## config.mk

```make
export PLATFORM = sky130hd
export DESIGN_NAME = sw_stripe_top
export DESIGN_NICKNAME = d
export VERILOG_FILES = /design/src/rtl/sw_pkg.sv /design/src/rtl/pe_array.sv /design/src/rtl/stripe_ctrl.sv /design/src/rtl/sw_pe.sv /design/src/rtl/sw_stripe_top.sv /design/src/rtl/wavefront_max.sv
export SDC_FILE = /design/constraint.sdc
export NUM_CORES = 2
export LEC_CHECK = 0
export BUFFER_PORTS_ARGS = -buffer_cell sky130_fd_sc_hd__buf_4
export CORE_MARGIN = 2
export CORE_UTILIZATION = 30
export CTS_CLUSTER_DIAMETER = 60
export DETAILED_ROUTE_END_ITERATION = 8
export PLACE_DENSITY_LB_ADDON = 0.3
export SKIP_LAST_GASP = 1
export SLEW_MARGIN = 10
export SYNTH_ARGS = -nofsm -noshare
export SYNTH_HDL_FRONTEND = slang
export SYNTH_SLANG_ARGS = --single-unit
```

## constraint.sdc

```tcl
create_clock -name i_clk -period 19.2 [get_ports i_clk]
set_input_delay 3.84 -clock i_clk [delete_from_list [all_inputs] [get_ports i_clk]]
set_output_delay 3.84 -clock i_clk [all_outputs]
set_load 0.01 [all_outputs]
```

## src/rtl/sw_pkg.sv

```systemverilog
package sw_pkg;

    // array geometry and field widths
    localparam int NUM_PE  = 8;
    localparam int ROW_W   = 3;
    localparam int BASE_W  = 2;
    localparam int SCORE_W = 11;
    localparam int POS_W   = 7;

    typedef logic [BASE_W-1:0]         base_t;
    typedef logic signed [SCORE_W-1:0] score_t;

    // affine scoring, a gap of length L costs GAP_OPEN + L*GAP_EXTEND
    localparam score_t MATCH_SCORE    = score_t'(2);
    localparam score_t MISMATCH_SCORE = score_t'(-3);
    localparam score_t GAP_OPEN       = score_t'(-4);
    localparam score_t GAP_EXTEND     = score_t'(-1);
    localparam score_t XDROP          = score_t'(20);
    localparam score_t NEG_INF        = score_t'(-512);

    typedef enum logic [1:0] {
        IDLE,
        CALC,
        DONE
    } ctrl_state_e;

    // base k belongs to query row k+1
    typedef base_t [NUM_PE-1:0] query_t;

    typedef struct packed {
        score_t h;
        score_t e;
        score_t f;
    } cell_scores_t;

    // row 0 inputs of PE 0, plus the column 0 H of the row about to start
    typedef struct packed {
        score_t top_h;
        score_t top_f;
        score_t diag_h;
        score_t left_h;
    } bound_t;

    typedef struct packed {
        score_t           max_h;
        logic [ROW_W-1:0] row;
    } diag_stat_t;

    typedef struct packed {
        score_t           best_score;
        logic [POS_W-1:0] best_pos;
        logic [ROW_W:0]   best_row;
        logic [POS_W-1:0] steps;
        logic             early_stop;
    } align_result_t;

endpackage

```

## src/rtl/pe_array.sv

```systemverilog
`timescale 1ns/1ps

module pe_array (
    input  logic                                    i_clk,
    input  logic                                    i_rst,
    input  logic                                    i_clear,
    input  logic                                    i_feed,
    input  sw_pkg::base_t                           i_ref_base,
    input  sw_pkg::query_t                          i_query,
    input  sw_pkg::bound_t                          i_bound,
    output sw_pkg::score_t [sw_pkg::NUM_PE-1:0]     o_diag_h,
    output logic           [sw_pkg::NUM_PE-1:0]     o_enable
);
    import sw_pkg::*;

    base_t [NUM_PE-1:0] ref_q;
    logic  [NUM_PE-1:0] en_q;
    logic  [NUM_PE-1:0] entering;
    query_t             query_q;
    cell_scores_t       cell_q [NUM_PE];
    cell_scores_t       pe_out [NUM_PE];
    score_t             diag_q [1:NUM_PE-1];

    // PE k starts its first column in the next cycle
    assign entering = {en_q[NUM_PE-2:0], i_feed} & ~en_q;

    always_ff @(posedge i_clk or posedge i_rst) begin
        if (i_rst) begin
            en_q <= '0;
        end else if (i_clear) begin
            en_q <= '0;
        end else begin
            en_q <= {en_q[NUM_PE-2:0], i_feed};
        end
    end

    always_ff @(posedge i_clk) begin
        ref_q <= {ref_q[NUM_PE-2:0], i_ref_base};
        if (i_clear) begin
            query_q <= i_query;
        end
        for (int k = 0; k < NUM_PE; k++) begin
            if (i_clear) begin
                cell_q[k] <= '{h: NEG_INF, e: NEG_INF, f: NEG_INF};
            end else if (en_q[k]) begin
                cell_q[k] <= pe_out[k];
            end else if (entering[k]) begin
                // column 0 H, E stays at minus infinity
                cell_q[k].h <= i_bound.left_h;
            end
        end
        // top H one cycle late is the diagonal
        for (int k = 1; k < NUM_PE; k++) begin
            diag_q[k] <= i_clear ? NEG_INF : cell_q[k-1].h;
        end
    end

    for (genvar k = 0; k < NUM_PE; k++) begin : g_pe
        cell_scores_t top;
        score_t       diag_in;

        if (k == 0) begin : g_head
            assign top     = '{h: i_bound.top_h, e: NEG_INF, f: i_bound.top_f};
            assign diag_in = i_bound.diag_h;
        end else begin : g_body
            assign top     = cell_q[k-1];
            assign diag_in = diag_q[k];
        end

        sw_pe pe_i (
            .i_query_base (query_q[k]),
            .i_ref_base   (ref_q[k]),
            .i_diag_h     (diag_in),
            .i_top        (top),
            .i_left       (cell_q[k]),
            .o_cell       (pe_out[k])
        );
    end

    always_comb begin
        for (int k = 0; k < NUM_PE; k++) begin
            o_diag_h[k] = pe_out[k].h;
        end
    end

    assign o_enable = en_q;

endmodule

```

## src/rtl/stripe_ctrl.sv

```systemverilog
`timescale 1ns/1ps

module stripe_ctrl (
    input  logic                        i_clk,
    input  logic                        i_rst,
    input  logic                        i_start,
    input  logic                        i_ref_valid,
    input  sw_pkg::base_t               i_ref_base,
    input  sw_pkg::diag_stat_t          i_stat,
    input  logic [sw_pkg::NUM_PE-1:0]   i_enable,
    output logic                        o_clear,
    output logic                        o_feed,
    output sw_pkg::base_t               o_ref_base,
    output sw_pkg::bound_t              o_bound,
    output logic                        o_done,
    output sw_pkg::align_result_t       o_result
);
    import sw_pkg::*;

    ctrl_state_e      state_q;
    ctrl_state_e      state_d;
    logic [POS_W-1:0] cnt_q;
    logic             ref_on_q;
    diag_stat_t       stat_q;
    logic             stat_vld_q;
    logic             stat_last_q;
    logic             eval;
    logic             improve;
    logic             drop;
    logic             stop;
    score_t           best_q;
    score_t           best_d;
    logic [POS_W-1:0] best_pos_q;
    logic [POS_W-1:0] best_pos_d;
    logic [ROW_W:0]   best_row_q;
    logic [ROW_W:0]   best_row_d;
    align_result_t    result_q;

    // H on row 0 and column 0, with H(0,0) = 0
    function automatic score_t edge_h(input logic [POS_W:0] n);
        int v;
        v = int'(GAP_OPEN) + int'(GAP_EXTEND) * int'(n);
        return (n == '0) ? score_t'(0) : score_t'(v);
    endfunction

    // cnt_q is the anti-diagonal index of the registered stat
    assign eval    = (state_q == CALC) && stat_vld_q;
    assign improve = eval && (stat_q.max_h > best_q);
    assign drop    = eval && (stat_q.max_h < best_q - XDROP);
    assign stop    = eval && (drop || stat_last_q);

    always_comb begin
        best_d     = best_q;
        best_pos_d = best_pos_q;
        best_row_d = best_row_q;
        if (improve) begin
            best_d     = stat_q.max_h;
            best_pos_d = cnt_q - POS_W'(stat_q.row) - POS_W'(1);
            best_row_d = {1'b0, stat_q.row} + 1'b1;
        end
    end

    always_comb begin
        state_d = state_q;
        case (state_q)
            IDLE:    if (i_start) state_d = CALC;
            CALC:    if (stop) state_d = DONE;
            default: state_d = IDLE;
        endcase
    end

    always_ff @(posedge i_clk or posedge i_rst) begin
        if (i_rst) begin
            state_q     <= IDLE;
            cnt_q       <= '0;
            ref_on_q    <= 1'b0;
            stat_vld_q  <= 1'b0;
            stat_last_q <= 1'b0;
            best_q      <= NEG_INF;
            best_pos_q  <= '0;
            best_row_q  <= '0;
            result_q    <= '0;
        end else begin
            state_q     <= state_d;
            stat_vld_q  <= (state_q == CALC) && (|i_enable);
            // only the last PE busy means the final anti-diagonal
            stat_last_q <= (i_enable == {1'b1, {(NUM_PE-1){1'b0}}});
            if (state_q == IDLE && i_start) begin
                cnt_q      <= '0;
                ref_on_q   <= 1'b1;
                best_q     <= NEG_INF;
                best_pos_q <= '0;
                best_row_q <= '0;
            end else if (state_q == CALC) begin
                cnt_q      <= cnt_q + 1'b1;
                best_q     <= best_d;
                best_pos_q <= best_pos_d;
                best_row_q <= best_row_d;
                if (!i_ref_valid) begin
                    ref_on_q <= 1'b0;
                end
                if (stop) begin
                    result_q <= '{best_score: best_d, best_pos: best_pos_d,
                                  best_row: best_row_d, steps: cnt_q, early_stop: drop};
                end
            end
        end
    end

    always_ff @(posedge i_clk) begin
        stat_q <= i_stat;
    end

    assign o_clear    = (state_q == IDLE) && i_start;
    assign o_feed     = (state_q == CALC) && ref_on_q && i_ref_valid;
    assign o_ref_base = i_ref_base;

    // PE 0 works on column cnt_q, row cnt_q+1 is the next to start
    always_comb begin
        o_bound.top_h  = edge_h({1'b0, cnt_q});
        o_bound.top_f  = NEG_INF;
        o_bound.diag_h = edge_h({1'b0, cnt_q} - 1'b1);
        o_bound.left_h = edge_h({1'b0, cnt_q} + 1'b1);
    end

    assign o_done   = (state_q == DONE);
    assign o_result = result_q;

endmodule

```

## src/rtl/sw_pe.sv

```systemverilog
`timescale 1ns/1ps

module sw_pe (
    input  sw_pkg::base_t        i_query_base,
    input  sw_pkg::base_t        i_ref_base,
    input  sw_pkg::score_t       i_diag_h,
    input  sw_pkg::cell_scores_t i_top,
    input  sw_pkg::cell_scores_t i_left,
    output sw_pkg::cell_scores_t o_cell
);
    import sw_pkg::*;

    score_t sub_score;
    score_t e_open;
    score_t e_ext;
    score_t f_open;
    score_t f_ext;
    score_t h_diag;
    score_t e_val;
    score_t f_val;

    // add with a floor at NEG_INF so minus infinity stays put
    function automatic score_t sat_add(input score_t a, input score_t b);
        logic signed [SCORE_W:0] sum;
        sum = a + b;
        if (sum < NEG_INF) begin
            return NEG_INF;
        end
        return score_t'(sum);
    endfunction

    function automatic score_t smax(input score_t a, input score_t b);
        return (a > b) ? a : b;
    endfunction

    always_comb begin
        sub_score = (i_query_base == i_ref_base) ? MATCH_SCORE : MISMATCH_SCORE;

        // horizontal gap from the cell on the left
        e_open = sat_add(i_left.h, GAP_OPEN + GAP_EXTEND);
        e_ext  = sat_add(i_left.e, GAP_EXTEND);
        e_val  = smax(e_open, e_ext);

        // vertical gap from the row above
        f_open = sat_add(i_top.h, GAP_OPEN + GAP_EXTEND);
        f_ext  = sat_add(i_top.f, GAP_EXTEND);
        f_val  = smax(f_open, f_ext);

        h_diag = sat_add(i_diag_h, sub_score);

        o_cell.h = smax(h_diag, smax(e_val, f_val));
        o_cell.e = e_val;
        o_cell.f = f_val;
    end

endmodule

```

## src/rtl/sw_stripe_top.sv

```systemverilog
`timescale 1ns/1ps

module sw_stripe_top (
    input  logic                  i_clk,
    input  logic                  i_rst,
    input  logic                  i_start,
    input  sw_pkg::query_t        i_query,
    input  logic                  i_ref_valid,
    input  sw_pkg::base_t         i_ref_base,
    output logic                  o_done,
    output sw_pkg::align_result_t o_result
);
    import sw_pkg::*;

    logic                clear;
    logic                feed;
    base_t               feed_base;
    bound_t              bound;
    score_t [NUM_PE-1:0] diag_h;
    logic   [NUM_PE-1:0] enable;
    diag_stat_t          stat;

    stripe_ctrl ctrl_i (
        .i_clk       (i_clk),
        .i_rst       (i_rst),
        .i_start     (i_start),
        .i_ref_valid (i_ref_valid),
        .i_ref_base  (i_ref_base),
        .i_stat      (stat),
        .i_enable    (enable),
        .o_clear     (clear),
        .o_feed      (feed),
        .o_ref_base  (feed_base),
        .o_bound     (bound),
        .o_done      (o_done),
        .o_result    (o_result)
    );

    pe_array array_i (
        .i_clk      (i_clk),
        .i_rst      (i_rst),
        .i_clear    (clear),
        .i_feed     (feed),
        .i_ref_base (feed_base),
        .i_query    (i_query),
        .i_bound    (bound),
        .o_diag_h   (diag_h),
        .o_enable   (enable)
    );

    wavefront_max wmax_i (
        .i_diag_h (diag_h),
        .i_enable (enable),
        .o_stat   (stat)
    );

endmodule

```

## src/rtl/wavefront_max.sv

```systemverilog
`timescale 1ns/1ps

module wavefront_max (
    input  sw_pkg::score_t [sw_pkg::NUM_PE-1:0] i_diag_h,
    input  logic           [sw_pkg::NUM_PE-1:0] i_enable,
    output sw_pkg::diag_stat_t                  o_stat
);
    import sw_pkg::*;

    // heap layout, leaves at NUM_PE..2*NUM_PE-1, root at 1
    score_t           node_h   [1:2*NUM_PE-1];
    logic [ROW_W-1:0] node_row [1:2*NUM_PE-1];

    for (genvar k = 0; k < NUM_PE; k++) begin : g_leaf
        // idle PEs never win
        assign node_h[NUM_PE+k]   = i_enable[k] ? i_diag_h[k] : NEG_INF;
        assign node_row[NUM_PE+k] = ROW_W'(k);
    end

    for (genvar n = NUM_PE - 1; n >= 1; n--) begin : g_node
        logic take_hi;

        // right child holds the higher rows, so ties go to it
        assign take_hi     = (node_h[2*n+1] >= node_h[2*n]);
        assign node_h[n]   = take_hi ? node_h[2*n+1] : node_h[2*n];
        assign node_row[n] = take_hi ? node_row[2*n+1] : node_row[2*n];
    end

    assign o_stat.max_h = node_h[1];
    assign o_stat.row   = node_row[1];

endmodule

```

## Yosys cells after proc, flatten, opt, wreduce, memory -nomap -nowiden

Memory sizes are Yosys's and may differ from the RTL's.
Index checks and enable logic that the tools add are counted.
W data, S select, Z words.

| cells by class | value |
|---|---|
| add/subtract/negate cells | 45 |
| order comparisons | 73 |
| equality and inequality tests | 14 |
| muxes and demuxes | 260 |
| bitwise logic cells | 19 |
| reductions and logical operators | 18 |

Operators with widths:

| operator | number |
|---|---|
| $mux W11 | 140 |
| $lt A12 B10 Y1 const B | 32 |
| $gt A11 B11 Y1 | 32 |
| $mux W33 | 8 |
| $add A11 B1 Y12 const B | 15 |
| $add A11 B4 Y12 const B | 9 |
| $mux W1 | 97 |
| $add A11 B11 Y12 | 8 |
| $ge A11 B11 Y1 | 7 |
| $mux W7 | 5 |
| $add A3 B11 Y11 const A | 3 |
| $neg A8 Y11 | 2 |
| $eq A2 B2 Y1 | 8 |
| $logic_not A8 Y1 | 2 |
| $or A1 B1 Y1 | 16 |
| $mux W4 | 3 |
| $gt A11 B10 Y1 const B | 1 |
| $lt A11 B11 Y1 | 1 |
| $neg A7 Y11 | 1 |
| $sub A11 B6 Y11 const B | 1 |
| $mux W3 | 3 |
| $add A7 B1 Y8 const B | 1 |
| $and A8 B8 Y8 | 1 |
| $eq A8 B8 Y1 const B | 1 |
| other kinds (22) | 32 |

| storage, ports and cells | value |
|---|---|
| register bits | 118 |
| bits in writable memories | 341 |
| input port bits | 22 |
| logic and storage cells | 463 |
| memories | 2 |

Memories:

| memory | depth | width | read ports | clocked after Yosys merged registers in | write ports | RTL line | source |
|---|---|---|---|---|---|---|---|
| array_i.cell_q | 8 | 33 | 8 | 0 | 8 | pe_array.sv:20 | `cell_scores_t cell_q [NUM_PE];` |
| array_i.diag_q | 7 | 11 | 7 | 0 | 7 | pe_array.sv:22 | `score_t diag_q [1:NUM_PE-1];` |

## Depth between registers and ports, before layout

| depth | value |
|---|---|
| depth after elaboration | 20 |
| mapped depth | 83 |
| mapped depth without buffers | 75 |

## By module

Synthesis repeated with hierarchy kept, for this count alone.

| second synthesis, totals | value |
|---|---|
| cells, all modules | 5,980 |
| area, all modules | 49,471.2 sq um |

Modules (own cells, without submodules):

| module | times used | cells each | area an instance (sq um) | seq. area each (sq um) |
|---|---|---|---|---|
| sw_pe (array_i.g_pe[0].pe_i ...) | 7 | 504 | 3,364.5 | 0.0 |
| pe_array | 1 | 849 | 13,576.8 | 10,470.0 |
| stripe_ctrl | 1 | 468 | 4,668.2 | 1,884.3 |
| wavefront_max | 1 | 621 | 4,204.0 | 0.0 |
| sw_pe (array_i.g_pe[2].pe_i) | 1 | 514 | 3,470.8 | 0.0 |

## Least setup slack after synthesis

No wires, ideal clock.

| path | value |
|---|---|
| path type | register to register |
| start | memory array_i.cell_q[1][14] (netlist name) |
| end | register ctrl_i.stat_q[12] (netlist name) |
| setup time | 119 ps |
| arrival time | 15,018 ps |
| slack | 4,064 ps |
| cell stages (with the launch flop) | 76 |
| clock period less this slack | 15,136 ps |
| path through | edfxtp_1 or3_1 nand4b_1 or3_1 o21ai_0 o21ai_0 clkbuf_1 or2_2 ha_1 o21a_1 o21a_1 o21ai_0 a211oi_1 or3_1 clkbuf_1 and2_1 clkbuf_1 clkbuf_1 (+40 left out) or2_2 clkbuf_1 a2111oi_0 o21bai_1 inv_1 ha_1 o21a_1 o21a_1 o21a_1 o21a_1 o2111ai_1 and3_1 o21a_1 clkbuf_1 inv_1 o31ai_2 nand2b_1 o221a_2 |

RTL lines:

| element | RTL line | source |
|---|---|---|
| start: declaration | pe_array.sv:20 |  |
| end signal: assignment | stripe_ctrl.sv:111 | `stat_q <= i_stat;` |
| end: declaration | stripe_ctrl.sv:24 | `diag_stat_t stat_q;` |

==> results.yml <==
layout:
  finalNetCount: 5788
  final_core_util: 0.339
  area_growth_pct: 11.7
  drive_above_1_share: 0.0705
  regArea_um2: 12000
  fillers: 14700
  finalNonFillerCells: 7150
  multiInputGateArea_um2: 28900
sta:
  grt_setup_unrepaired: "false"
  finalClockSkew_ns: 0.0411
  min_period_ns: 16.95
  finalCritPeriodShare: 0.883
  slew_headroom: 0.169
  slew_viol_final: 0
  hold_viol_final: 0
  worst_pin_slew_ns: 1.25
  setup_viol: 0
  max_freq_mhz: 59.0
  setup-tns-final_ns: 0
cts:
  clk_latency_ns: 0.68
  cts_setup_buffers: 0
  cts.sinks: 448
  hold_buffers: 0
  cts_root_buffer: "clkbuf_16"
  cts-resized-gates: 0
  numCtsBuffers: 70
  cts_tree: "built"
  clockBufferDepth: 3
  cts_max_level: 3
  path_clk_slew_ns: 0.05
floorplanning:
  dieHeight_um: 383
  start_util: 0.303
  ioPinCount: 53
  rows: 138
  fp.dieW_um: 383
  coreArea_um2: 142000
  die_area_um2: 146000
global_routing:
  grt_antenna_before_repair: 1
  track_usage: 0.178
  grt_pass1_wl_um: 207000
  grt_pass1_vias: 36400
  grt_overflow: 0
  grt_max_degree: 58
worst_setup_path:
  cp_data_required_time_ns: 19.78
  crit_path_max_fanout: 20
  end_kind: "register"
  slowest_stage: "nor2_1"
  crit_top_cell: "o21a_1"
  startpoint_type: "register"
  cpPeakStageDelay_ns: 0.72
  r2r_slack_ns: 2.25
  critPathArrivalTime_ns: 17.53
  critPathKind: "reg2reg"
synth:
  yosys.area.top_type_share: 0.188
  synthFlopType: "edfxtp_1"
  synth-seq-cells: 448
  synthArstFlopShare: 0.161
  ys.warnings.count: 0
  yosys-top-cells-area: "edfxtp_1 19%, ha_1 16%, nor2_1 5.3%, dfxtp_1 5.0%, dfrtp_1 4.1%"
  seq_area_frac_synth: 0.280
  synth_edf_count: 269
  syn_inst: 5181
  synth_commonest_cells: "612 x nor2_1, 555 x ha_1, 415 x nand2_1"
  yosysMostFrequentCell: "nor2_1"
  ys_types: 95
  synth.largest_area_cell: "edfxtp_1"
  netlist_area_um2: 43000
  synth.avg_cell_area_um2: 8.30
drt:
  wl_um: 133000
  avgViaCountPerCell: 5.30
  drt_iter0_markers: 2981
  vias: 37900
  wire_per_inst_um: 18.6
  drc: 0
  antenna_left: 0
  first_pass_iters: 8
placed_design:
  gp_congestion: 0.932
  port_buffers: 52
  dp_hpwl_um: 105000
  dp.cells: 7020
power_and_ir_drop:
  swShare: 0.501
  p_switching_mw: 3.98
  max-vdd-ir-drop_mv: 0.211
  p_seq_frac: 0.170
  p_clk_frac: 0.168
  p_comb_frac: 0.662
  intPower_mw: 3.95
  power_leakage_nw: 20.6
  p_per_area_nw_per_um2: 165
min_path:
  hp-class: "reg2reg"
outcome:
  outcome: "completed"
run:
  cap_violations: 0
[stage by stage]
stage | instance area (µm²) | setup WS (ns) | hold slack [ns] | power, mW
CTS | 48000 | 2.59 | 0.363 | 7.89
detailed placement | 45600 | 2.64 | 0.359 | 6.51
global placement | 45600 | 2.85 | 0.356 | 6.48
finish | 48100 | 2.25 | 0.361 | 7.93
global route | 48100 | 1.44 | 0.370 | 8.52
floorplan | 43000 | 4.06 | 0.350 | 5.01
[worst max-delay path: cells and delay by family, from the launching register on]
kind            cells  cell delay, ns
fa+ha+maj           6            1.88
buf+inv             5            1.20
flops               1            0.42
compound gates     38            7.04
mux                 1            0.30
simple gates       22            6.03
[flip-flops by register name, summed over array words and instances, names as in the netlist, 4 cells and up]
register / flops
array_i.cell_q: 253
array_i.diag_q: 77
array_i.o_enable: 8
array_i.query_q: 16
array_i.ref_q: 16
ctrl_i.best_pos_q: 7
ctrl_i.best_q: 11
ctrl_i.best_row_q: 4
ctrl_i.cnt_q: 7
ctrl_i.o_result: 30
ctrl_i.stat_q: 14
[cells by family after synthesis]
kind of cell / after synthesis / synth area share
xor gates and xnor gates: 249 / 0.0507
adders and majority gates: 564 / 0.166
DFF: 448 / 0.280
buffers and inverters: 572 / 0.0501
and+or+nand+nor: 1887 / 0.212
other: 2 / 0.000175
AOI/OAI and AO/OA: 1237 / 0.188
muxes: 222 / 0.0536
[cell usage in the layout (no fill, tap or decap), types with 66 or more instances in the layout]
cell / n
nor2b_1: 98
edfxtp_1: 269
xnor2_1: 169
nand2b_1: 120
o21ai_0: 249
nor2_1: 612
clkbuf_16: 71
mux2i_1: 156
inv_1: 411
nand3_1: 95
nand2_1: 414
mux2_2: 66
xor2_1: 78
o21a_1: 99
dfxtp_1: 107
ha_1: 555
nor3_1: 119
a21oi_1: 304
a21o_1: 79
dfrtp_1: 70
buf_4: 103
and2_1: 116
[per-layer routing]
layer | wire (µm) | up-vias | track usage
li1 | - | 18800 | -
met1 | 60200 | 18000 | 0.234
met2 | 62000 | 925 | 0.296
met3 | 6700 | 230 | 0.0257
met4 | 4300 | 0 | 0.0612
met5 | 0 | - | 0
[worst paths after layout]
| check | from | to | cells after the start |
|---|---|---|---|
| max reg2reg | array_i.cell_q[1][14] | ctrl_i.stat_q[5] | 72 |
| min | array_i.ref_q[10] | array_i.ref_q[12] | 0 |
| min reg2reg | array_i.ref_q[10] | array_i.ref_q[12] | 0 |
| max in group asynchronous | i_rst | array_i.o_enable[4] | 3 |
| max | array_i.cell_q[1][14] | ctrl_i.stat_q[5] | 72 |
| min in group asynchronous | i_rst | ctrl_i.o_result[18] | 2 |
[layout make-up]
cell class	instances	area share
Clock inverter	41	0.0103
Sequential cell	448	0.250
Multi-Input combinational cell	4164	0.602
Inverter	415	0.0324
Antenna cell	1	0.0000521
Clock buffer	88	0.0400
Timing Repair Buffer	103	0.0161
Tap cell	1890	0.0492
[power by group through the flow]
stage	logic, mW	registers [mW]	clock network, mW
6_report	5.25	1.35	1.34
5_1_grt	5.75	1.37	1.41
4_1_cts	5.17	1.35	1.37
3_5_place_dp	5.14	1.37	0
3_3_place_gp	5.11	1.37	0
2_1_floorplan	3.70	1.30	0
No activity file was read; power rests on OpenSTA's default activity.
